[config.mk]
export PLATFORM = sky130hd
export DESIGN_NAME = mac_rx_top
export DESIGN_NICKNAME = d
export VERILOG_FILES = /design/src/design/mii_pkg.sv /design/src/design/frame_pkg.sv /design/src/design/rx_crc32.sv /design/src/design/mii_nibble_packer.sv /design/src/design/rx_entry_fifo.sv /design/src/design/rx_frame_stats.sv /design/src/design/mac_rx_top.sv
export VERILOG_INCLUDE_DIRS = /design/src /design/src/include
export SDC_FILE = /design/constraint.sdc
export NUM_CORES = 1
export LEC_CHECK = 0
export BUFFER_PORTS_ARGS = -buffer_cell sky130_fd_sc_hd__buf_2
export CAP_MARGIN = 20
export CORE_MARGIN = 1
export CORE_UTILIZATION = 39
export DETAILED_ROUTE_END_ITERATION = 7
export MAX_ROUTING_LAYER = met4
export SLEW_MARGIN = 0
export SYNTH_ARGS = -nofsm -noshare
export SYNTH_HDL_FRONTEND = slang
export SYNTH_SLANG_ARGS = --single-unit
[constraint.sdc]
create_clock -name phy_rx_clk -period 3.8 [get_ports phy_rx_clk]
set_input_delay 0.38 -clock phy_rx_clk [delete_from_list [all_inputs] [get_ports phy_rx_clk]]
set_output_delay 0.38 -clock phy_rx_clk [all_outputs]
set_load 0.005 [all_outputs]
[src/include/mac_rx_config.svh]
//////////////////////////////
// Build parameters of the MII receive path.
// FIFO depth and frame length counter width.
//////////////////////////////

`ifndef MAC_RX_CONFIG_SVH
`define MAC_RX_CONFIG_SVH

//////////////////////////////
// Entry FIFO
//////////////////////////////

// Base-2 log of the FIFO depth.
// 4 gives 16 entries.
`define RX_FIFO_DEPTH_LOG2 4

//////////////////////////////
// Frame statistics
//////////////////////////////

// Width of the byte counter after the delimiter.
// 11 bits covers a full-size frame with FCS.
`define RX_LEN_WIDTH 11

`endif

[src/design/mii_pkg.sv]
//////////////////////////////
// PHY-side types of the receive path.
// Nibble, octet and FIFO entry.
//////////////////////////////

package mii_pkg;

	// One MII data nibble.
	typedef logic [3:0] nibble_t;

	// One assembled octet, low nibble first on the wire.
	typedef logic [7:0] byte_t;

	// One FIFO entry.
	// eof = 0: data is a frame byte.
	// eof = 1: data[0] is the frame error flag.
	// eof = 1: data[1] is set when the error came from an odd nibble count.
	// Remaining bits are zero on an end-of-frame entry.
	typedef struct packed {
		logic  eof;
		byte_t data;
	} rx_entry_t;

	// Bit positions inside an end-of-frame entry.
	localparam int eof_err_bit = 0;
	localparam int eof_odd_bit = 1;

endpackage

[src/design/frame_pkg.sv]
//////////////////////////////
// Frame-level types.
// Length, CRC word, status word, FSM states.
//////////////////////////////

`include "mac_rx_config.svh"

package frame_pkg;

	// Bytes after the delimiter, FCS included.
	typedef logic [`RX_LEN_WIDTH-1:0] frame_len_t;

	// CRC-32 register value.
	typedef logic [31:0] crc_t;

	//////////////////////////////
	// Per-frame status word
	//////////////////////////////

	// Captured once per frame on the end-of-frame entry.
	typedef struct packed {
		frame_len_t length;
		logic       crc_ok;
		logic       phy_err;
		logic       odd_nibble;
		logic       overflow;
	} frame_status_t;

	//////////////////////////////
	// Statistics FSM
	//////////////////////////////

	// Idle until a byte shows up.
	// Preamble until the delimiter.
	// Payload until end of frame.
	typedef enum logic [1:0] {
		st_idle,
		st_preamble,
		st_payload
	} stats_state_t;

endpackage

[src/design/rx_crc32.sv]
//////////////////////////////
// Byte-wide Ethernet CRC-32 checker.
//////////////////////////////

`timescale 1ns/1ps

module rx_crc32 (
	input  logic           phy_rx_clk,
	input  logic           rx_rst2,
	input  logic           clear,
	input  logic           en,
	input  mii_pkg::byte_t data,
	output logic           residue_ok
);

	// Reflected generator polynomial.
	localparam frame_pkg::crc_t crc_poly    = 32'hEDB88320;
	// Good-frame residue, MSB-first form.
	localparam frame_pkg::crc_t crc_residue = 32'hC704DD7B;

	frame_pkg::crc_t crc_q;
	frame_pkg::crc_t crc_msb_first;

	// One octet, least significant bit first.
	function automatic frame_pkg::crc_t crc_byte(input frame_pkg::crc_t c,
		input mii_pkg::byte_t d);
		frame_pkg::crc_t r;
		r = c;
		for (int i = 0; i < 8; i++) begin
			r = (r >> 1) ^ (crc_poly & {32{r[0] ^ d[i]}});
		end
		return r;
	endfunction

	always_ff @(posedge phy_rx_clk) begin
		if (rx_rst2 || clear) begin
			crc_q <= '1;
		end else if (en) begin
			crc_q <= crc_byte(crc_q, data);
		end
	end

	// Register is bit-reversed against the residue constant.
	assign crc_msb_first = {<<{crc_q}};
	assign residue_ok    = (crc_msb_first == crc_residue);

endmodule

[src/design/mii_nibble_packer.sv]
//////////////////////////////
// MII nibble to byte packer.
// Emits end-of-frame entries with error flags.
//////////////////////////////

`timescale 1ns/1ps

module mii_nibble_packer (
	input  logic               phy_rx_clk,
	input  logic               rx_rst2,
	input  mii_pkg::nibble_t   phy_rx_data,
	input  logic               phy_dv,
	input  logic               phy_rx_er,
	output mii_pkg::rx_entry_t wr_entry,
	output logic               wr_en
);

	// Low nibble waiting for its partner.
	mii_pkg::nibble_t lo_nibble;
	// Next nibble is the high half.
	logic hi_nibble;
	// Delayed data valid, for the falling edge.
	logic phy_dv_r;
	// PHY error seen somewhere in this frame.
	logic err_seen;
	logic dv_fall;

	// End of frame, first sample with phy_dv low.
	assign dv_fall = phy_dv_r & ~phy_dv;

	//////////////////////////////
	// Control
	//////////////////////////////

	always_ff @(posedge phy_rx_clk) begin
		if (rx_rst2) begin
			wr_en     <= 1'b0;
			hi_nibble <= 1'b0;
			phy_dv_r  <= 1'b0;
			err_seen  <= 1'b0;
		end else begin
			wr_en    <= 1'b0;
			phy_dv_r <= phy_dv;
			if (phy_dv) begin
				// Toggle halves, write after the high one.
				hi_nibble <= ~hi_nibble;
				wr_en     <= hi_nibble;
				if (phy_rx_er) begin
					err_seen <= 1'b1;
				end
			end
			if (dv_fall) begin
				// One end-of-frame write, then start clean.
				wr_en     <= 1'b1;
				hi_nibble <= 1'b0;
				err_seen  <= 1'b0;
			end
		end
	end

	//////////////////////////////
	// Entry payload
	//////////////////////////////

	always_ff @(posedge phy_rx_clk) begin
		if (phy_dv && !hi_nibble) begin
			lo_nibble <= phy_rx_data;
		end
		if (phy_dv && hi_nibble) begin
			wr_entry.eof  <= 1'b0;
			wr_entry.data <= {phy_rx_data, lo_nibble};
		end
		if (dv_fall) begin
			// A pending low nibble means an odd count; it is dropped.
			wr_entry.eof                       <= 1'b1;
			wr_entry.data                      <= '0;
			wr_entry.data[mii_pkg::eof_err_bit] <= err_seen | hi_nibble;
			wr_entry.data[mii_pkg::eof_odd_bit] <= hi_nibble;
		end
	end

endmodule

[src/design/rx_entry_fifo.sv]
//////////////////////////////
// Single-clock show-ahead entry FIFO.
// Full level and drop pulse on refused writes.
//////////////////////////////

`timescale 1ns/1ps

`include "mac_rx_config.svh"

module rx_entry_fifo (
	input  logic               phy_rx_clk,
	input  logic               rx_rst2,
	input  mii_pkg::rx_entry_t wr_entry,
	input  logic               wr_en,
	output mii_pkg::rx_entry_t rd_entry,
	output logic               empty,
	input  logic               ack,
	output logic               full,
	output logic               drop
);

	localparam int addr_w = `RX_FIFO_DEPTH_LOG2;
	localparam int depth  = 1 << addr_w;

	mii_pkg::rx_entry_t mem [depth];

	// Pointers carry one extra wrap bit.
	logic [addr_w:0] wr_ptr;
	logic [addr_w:0] rd_ptr;
	// Write pointer as seen by the read side, one cycle late.
	logic [addr_w:0] wr_ptr_vis;
	logic            do_write;
	logic            do_read;

	// Same address, different wrap bit.
	assign full = (wr_ptr[addr_w] != rd_ptr[addr_w]) &&
		(wr_ptr[addr_w-1:0] == rd_ptr[addr_w-1:0]);
	assign empty = (wr_ptr_vis == rd_ptr);

	assign do_write = wr_en & ~full;
	// Pop while empty is ignored.
	assign do_read  = ack & ~empty;
	// Refused write, one pulse per lost entry.
	assign drop     = wr_en & full;

	// Head entry shown ahead of the pop.
	assign rd_entry = mem[rd_ptr[addr_w-1:0]];

	//////////////////////////////
	// Storage
	//////////////////////////////

	always_ff @(posedge phy_rx_clk) begin
		if (do_write) begin
			mem[wr_ptr[addr_w-1:0]] <= wr_entry;
		end
	end

	//////////////////////////////
	// Pointers
	//////////////////////////////

	always_ff @(posedge phy_rx_clk) begin
		if (rx_rst2) begin
			wr_ptr     <= '0;
			wr_ptr_vis <= '0;
			rd_ptr     <= '0;
		end else begin
			if (do_write) begin
				wr_ptr <= wr_ptr + 1'b1;
			end
			// New entry goes visible one edge after its write.
			wr_ptr_vis <= wr_ptr;
			if (do_read) begin
				rd_ptr <= rd_ptr + 1'b1;
			end
		end
	end

endmodule

[src/design/rx_frame_stats.sv]
//////////////////////////////
// Per-frame statistics.
// Preamble strip, length, CRC check, status pulse.
//////////////////////////////

`timescale 1ns/1ps

module rx_frame_stats (
	input  logic                     phy_rx_clk,
	input  logic                     rx_rst2,
	input  mii_pkg::rx_entry_t       wr_entry,
	input  logic                     wr_en,
	input  logic                     drop,
	output frame_pkg::frame_status_t frame_status,
	output logic                     frame_done
);

	localparam mii_pkg::byte_t sfd_byte = 8'hD5;

	frame_pkg::stats_state_t state;
	frame_pkg::frame_len_t   len_cnt;
	// Some entry of this frame was lost.
	logic ovf_seen;
	logic is_data;
	logic is_eof;
	logic is_sfd;
	logic crc_en;
	logic residue_ok;

	// Strobe decode.
	assign is_data = wr_en & ~wr_entry.eof;
	assign is_eof  = wr_en & wr_entry.eof;
	// Delimiter only counts before the payload.
	assign is_sfd  = is_data && (wr_entry.data == sfd_byte) &&
		(state != frame_pkg::st_payload);
	// Every byte after the delimiter, FCS included.
	assign crc_en  = is_data && (state == frame_pkg::st_payload);

	rx_crc32 crc_i (
		.phy_rx_clk (phy_rx_clk),
		.rx_rst2    (rx_rst2),
		.clear      (is_sfd),
		.en         (crc_en),
		.data       (wr_entry.data),
		.residue_ok (residue_ok)
	);

	//////////////////////////////
	// FSM
	//////////////////////////////

	always_ff @(posedge phy_rx_clk) begin
		if (rx_rst2) begin
			state <= frame_pkg::st_idle;
		end else if (is_eof) begin
			state <= frame_pkg::st_idle;
		end else if (is_data) begin
			case (state)
				frame_pkg::st_idle: begin
					// A frame may start right on the delimiter.
					state <= is_sfd ? frame_pkg::st_payload : frame_pkg::st_preamble;
				end
				frame_pkg::st_preamble: begin
					if (is_sfd) begin
						state <= frame_pkg::st_payload;
					end
				end
				default: begin
					state <= frame_pkg::st_payload;
				end
			endcase
		end
	end

	//////////////////////////////
	// Counters and flags
	//////////////////////////////

	always_ff @(posedge phy_rx_clk) begin
		if (rx_rst2) begin
			len_cnt    <= '0;
			ovf_seen   <= 1'b0;
			frame_done <= 1'b0;
		end else begin
			frame_done <= is_eof;
			if (is_sfd) begin
				len_cnt <= '0;
			end else if (crc_en) begin
				len_cnt <= len_cnt + 1'b1;
			end
			// Drops are remembered until end of frame.
			if (is_eof) begin
				ovf_seen <= 1'b0;
			end else if (drop) begin
				ovf_seen <= 1'b1;
			end
		end
	end

	// Status capture on the end-of-frame entry.
	// A dropped end-of-frame entry still counts as overflow.
	always_ff @(posedge phy_rx_clk) begin
		if (is_eof) begin
			frame_status.length     <= len_cnt;
			frame_status.crc_ok     <= residue_ok && (state == frame_pkg::st_payload);
			frame_status.phy_err    <= wr_entry.data[mii_pkg::eof_err_bit] &
				~wr_entry.data[mii_pkg::eof_odd_bit];
			frame_status.odd_nibble <= wr_entry.data[mii_pkg::eof_odd_bit];
			frame_status.overflow   <= ovf_seen | drop;
		end
	end

endmodule

[src/design/mac_rx_top.sv]
//////////////////////////////
// MII receive path top level.
// Packer, entry FIFO, frame statistics.
//////////////////////////////

`timescale 1ns/1ps

module mac_rx_top (
	input  logic                     phy_rx_clk,
	input  logic                     rx_rst2,

	// MII receive pins.
	input  mii_pkg::nibble_t         phy_rx_data,
	input  logic                     phy_dv,
	input  logic                     phy_rx_er,

	// Consumer side.
	output mii_pkg::rx_entry_t       rd_entry,
	output logic                     empty,
	input  logic                     ack,
	output logic                     fifo_full,

	// One status word per frame.
	output frame_pkg::frame_status_t frame_status,
	output logic                     frame_done
);

	// Write stream, shared by FIFO and statistics.
	mii_pkg::rx_entry_t wr_entry;
	logic               wr_en;
	// Lost entry.
	logic               drop;

	mii_nibble_packer packer_i (
		.phy_rx_clk  (phy_rx_clk),
		.rx_rst2     (rx_rst2),
		.phy_rx_data (phy_rx_data),
		.phy_dv      (phy_dv),
		.phy_rx_er   (phy_rx_er),
		.wr_entry    (wr_entry),
		.wr_en       (wr_en)
	);

	rx_entry_fifo fifo_i (
		.phy_rx_clk (phy_rx_clk),
		.rx_rst2    (rx_rst2),
		.wr_entry   (wr_entry),
		.wr_en      (wr_en),
		.rd_entry   (rd_entry),
		.empty      (empty),
		.ack        (ack),
		.full       (fifo_full),
		.drop       (drop)
	);

	rx_frame_stats stats_i (
		.phy_rx_clk   (phy_rx_clk),
		.rx_rst2      (rx_rst2),
		.wr_entry     (wr_entry),
		.wr_en        (wr_en),
		.drop         (drop),
		.frame_status (frame_status),
		.frame_done   (frame_done)
	);

endmodule

==> results by stage <==
Status:
- The flow ran to the end, and the final reports show no timing, DRC or antenna violations.

STA:
- The worst slew slack as a fraction of its limit is 0.347.
- The final number of max-transition violations is 0.
- Adding up every negative setup slack in the final design gives 0 ns.
- Of the available clock period, the critical path in the final layout requires 0.813.
- The post-route clock skew is slightly above 0.01 ns.
- The actual slew at the worst max-slew pin is between 0.9 and 1 ns.
- The minimum period implied by the final worst setup slack is about 3 ns.
- The number of failing setup endpoints in the final timing report is 0.
- The tightest hold path in the finished design has a slack of roughly 0.063 ns.
- Setup slack on the critical path of the routed design comes to 0.709 ns.
- The final hold violation count is 0.
- Setup repair after global routing left no endpoint under its margin.
- Static timing analysis puts the maximum clock frequency at between 300 and 400 MHz.

Synthesis:
- The average instance in the mapped netlist occupies around 15 um^2.
- After synthesis, the largest family of logic cells by area is multiplexers.
- When the netlist entered floorplanning its net count stood at approximately 670.
- The synthesized netlist occupies a cell area of roughly 0.010 mm^2.
- Synthesis produced a netlist whose cell count is between 600 and 700.
- The number of synthesized register bits is about 240.
- Measured against the total synthesized area, the mux share comes to 0.111.
- The most instantiated flip-flop cell in the synthesis netlist is sky130_fd_sc_hd__edfxtp_1.
- Yosys mapped a number of flops with a built-in enable equal to 165.
- The async set or reset register ratio after synthesis is 0.
- The fraction of the mapped netlist area in compound gates is 0.0411.
- Of the total synthesized cell area, the portion taken by XOR and XNOR cells is 0.101.
- Of the total synthesized cell area, the portion taken by AND, OR, NAND and NOR gates is 0.0783.
- Of the total synthesized cell area, the portion taken by full adders, half adders and majority gates is 0.00748.
- During synthesis, Yosys emitted a total of 0 warnings.
- Yosys mapped the design onto between 40 and 50 distinct sky130hd cell types.
- The sequential area share after synthesis is 0.647.

Critical path:
- The setup check on the worst reg-to-reg path leaves a slack of between 1 and 1.5 ns.
- The worst register-to-register path begins at fifo_i.wr_ptr[3]$_SDFFE_PP0P_.
- The data required time at the worst endpoint is 3.42 ns.
- The element type at the critical path end is a primary output.
- The startpoint kind of the worst setup timing path is a register.
- The critical-path maximum fanout is 21.
- The critical path in this run is classified as reg -> out.
- The signal arrival time at the worst endpoint is approximately 2.7 ns.

Clock network:
- CTS placed an instance of sky130_fd_sc_hd__clkbuf_16 at the clock tree root.
- The maximum number of buffers from clock root to sink is 3.
- The number of H-tree branching levels is 1.
- TritonCTS built the clock tree.
- The number of buffers added by the clock tree synthesis step is 26.
- The insertion delay of the later-clocked pin in the worst-skew pair is approximately 0.52 ns.
- The number of setup buffers added after CTS is 0.
- Clock-pin slew was measured on the worst setup and hold paths at 0.06 ns.
- Counting every sink on the clock net gives roughly 240.
- Hold repair after CTS inserted 0 buffers.
- After clock tree synthesis, the repair step resized 0 gates.

Routing:
- The wire length reported by the detailed router is between 20 and 25 mm.
- For this block, the via count after detailed routing is 5458.
- The average wire per cell in the routed design is just over 20 um.
- The average vias per placed instance is 5.25.
- In the routed design, unresolved DRC markers number 0.
- The post-route antenna net violation count is 0.
- The first-pass detailed-route iteration total is 4.
- The first routing iteration left roughly 470 violations.

Floorplan:
- The I/O pin count is 36.
- In this run the core area contains 58 standard-cell rows.
- The placeable core region is ~0.025 mm^2.
- The initial utilization of the core area, before any placement, comes to 0.398.
- The die covers about 0.026 mm^2.
- The width of the die is between 150 and 200 um.
- The die is ~160 um tall.

Placed design:
- OpenSTA, run right after detailed placement, puts the worst setup slack at 1.18 ns.
- In this run the tool buffered the top-level ports with 35 buffer cells.
- Summing all placed instances gives a cell area of approximately 0.011 mm^2.
- At the end of routability-driven placement, the weighted congestion stood at roughly 0.79.
- The detailed placement HPWL is 13.8 mm.

Power:
- The net switching fraction of the power is 0.223.
- The share of total power dissipated in the clock network is 0.414.
- The share of total power dissipated in sequential elements is 0.501.
- IR analysis of the VDD net gives a maximum drop of 0.282 mV.
- In this run the static leakage power is 4.00 nW.
- The completed layout was analyzed and its total power is 5.95 mW.
- The switching power of the nets is 1.33 mW.
- The internal power is about 4.6 mW.
- The total power density per cell area is around 520 mW/mm^2.
- The share of total power in combinational logic is 0.085.

Global route:
- Entering global routing, the biggest net connects 37 pins.
- The global-route usage over all layers is 0.173.
- The number of global-route vias before repair is roughly 5600.
- The initial antenna violation count is 0.
- The residual overflow from global routing is 0.
- The first global-routing pass estimated between 30 and 40 mm of wire.

Layout:
- The number of antenna diodes in the final layout is 0.
- The net count reported at finish is 707.
- The fraction of layout cells with a size suffix above 1 is 0.208.
- The summed area of non-filler cells in the final layout is 0.0114 mm^2.
- The commonest non-fill, non-tap cell in the layout is sky130_fd_sc_hd__edfxtp_1.
- The library cells used most frequently in the layout, excluding fill and tap cells, are sky130_fd_sc_hd__edfxtp_1, sky130_fd_sc_hd__dfxtp_1, sky130_fd_sc_hd__xnor2_1, sky130_fd_sc_hd__nand2_1, sky130_fd_sc_hd__mux4_2.
- The area growth from synthesis to layout is 13.8%.

Min path:
- In this run the worst hold path is classified as in -> reg.
- The worst min-delay path startpoint is phy_rx_data[3].

Job:
- The tool flagged a number of max-cap violations equal to 0.
-- metal layers --
| metal | global-route usage | up-vias | share of wire |
|---|---|---|---|
| met5 | - | - | 0 |
| met4 | 0.0433 | 0 | 0.023 |
| met3 | 0.0224 | 32 | 0.049 |
| met2 | 0.269 | 158 | 0.47 |
| met1 | 0.242 | 2749 | 0.46 |
| li1 | - | 2519 | - |
-- sequential cells by signal (all words and copies together), names as in the netlist, named ones only --
register / cells
fifo_i.mem: 144
fifo_i.wr_ptr_vis: 5
stats_i.frame_status: 15
stats_i.frame_done: 1
stats_i.crc_i.crc_q: 32
fifo_i.wr_ptr: 5
stats_i.len_cnt: 11
fifo_i.rd_ptr: 5
stats_i.state: 2
packer_i.lo_nibble: 4
packer_i.wr_entry: 9
packer_i.hi_nibble: 1
packer_i.phy_dv_r: 1
stats_i.ovf_seen: 1
packer_i.err_seen: 1
packer_i.wr_en: 1
-- metrics by stage --
| stage | util | instances |
|---|---|---|
| floorplan | - | 653 |
| global placement | 0.420 | 994 |
| detailed placement | 0.420 | 994 |
| CTS | 0.453 | 1040 |
| global route | 0.453 | 1040 |
| finish | 0.453 | 1040 |
-- synthesized netlist by cell type (2+ instances only) --
library cell	instances	area share
sky130_fd_sc_hd__a21o_1	2	0.0015
sky130_fd_sc_hd__a21oi_1	10	0.0050
sky130_fd_sc_hd__and2_1	3	0.0019
sky130_fd_sc_hd__and3_1	16	0.010
sky130_fd_sc_hd__and4b_1	2	0.0020
sky130_fd_sc_hd__buf_1	3	0.0011
sky130_fd_sc_hd__buf_2	6	0.0030
sky130_fd_sc_hd__clkbuf_1	23	0.0086
sky130_fd_sc_hd__dfxtp_1	77	0.15
sky130_fd_sc_hd__edfxtp_1	165	0.49
sky130_fd_sc_hd__ha_1	6	0.0075
sky130_fd_sc_hd__inv_1	4	0.0015
sky130_fd_sc_hd__mux2_2	7	0.0079
sky130_fd_sc_hd__mux2i_1	2	0.0020
sky130_fd_sc_hd__mux4_2	45	0.10
sky130_fd_sc_hd__nand2_1	50	0.019
sky130_fd_sc_hd__nand2b_1	9	0.0056
sky130_fd_sc_hd__nand3_1	6	0.0030
sky130_fd_sc_hd__nand4_1	5	0.0031
sky130_fd_sc_hd__nand4bb_1	2	0.0022
sky130_fd_sc_hd__nor2_1	33	0.012
sky130_fd_sc_hd__nor2b_1	10	0.0062
sky130_fd_sc_hd__nor3_1	7	0.0035
sky130_fd_sc_hd__nor4_1	2	0.0012
sky130_fd_sc_hd__nor4b_1	2	0.0017
sky130_fd_sc_hd__nor4bb_1	2	0.0020
sky130_fd_sc_hd__o211ai_1	35	0.026
sky130_fd_sc_hd__o21ai_0	12	0.0060
sky130_fd_sc_hd__or3_1	3	0.0019
sky130_fd_sc_hd__xnor2_1	55	0.048
sky130_fd_sc_hd__xnor2_2	7	0.011
sky130_fd_sc_hd__xnor2_4	3	0.0082
sky130_fd_sc_hd__xor2_1	29	0.025
sky130_fd_sc_hd__xor2_4	2	0.0055
-- logic make-up after synthesis --
group	after synthesis
multiplexers	54
adder cells (fa/ha/maj)	6
XOR/XNOR	97
buffers and inverters	36
AO/OA/AOI/OAI	63
AND/OR/NAND/NOR	155
flip-flops	242
-- power groups by stage --
stage	Sequential, mW	Clock [mW]	Combinational [mW]
floorplan	2.98	0	0.421
global placement	3.04	0	0.508
detailed placement	3.04	0	0.510
CTS	2.98	2.50	0.515
global route	2.99	2.61	0.557
finish	2.98	2.46	0.509
-- critical path: stages, from the launching register on --
cell,delay [ns]
sky130_fd_sc_hd__dfxtp_2,0.71
sky130_fd_sc_hd__buf_12,0.28
sky130_fd_sc_hd__mux4_2,0.53
sky130_fd_sc_hd__mux4_2,0.49
sky130_fd_sc_hd__buf_2,0.15
-- worst paths after layout --
check	to	depth (start not counted)
setup reg to reg	fifo_i.mem[6][1]$_DFFE_PP_	4
hold / removal	packer_i.lo_nibble[3]$_DFFE_PP_	1
hold reg to reg	stats_i.frame_status[14]$_DFFE_PP_	0
setup / recovery	rd_entry[6]	4
-- cell type report --
class | count | area [um^2]
inverters | 4 | 15.0
fillers | 2195 | 13800
repair buffers | 43 | 248
clock buffers | 36 | 739
flip-flops and latches | 242 | 6500
well taps | 330 | 413
multi-input cells | 375 | 3400
clock inverters | 10 | 101
Power figures use the tool's default switching activity.
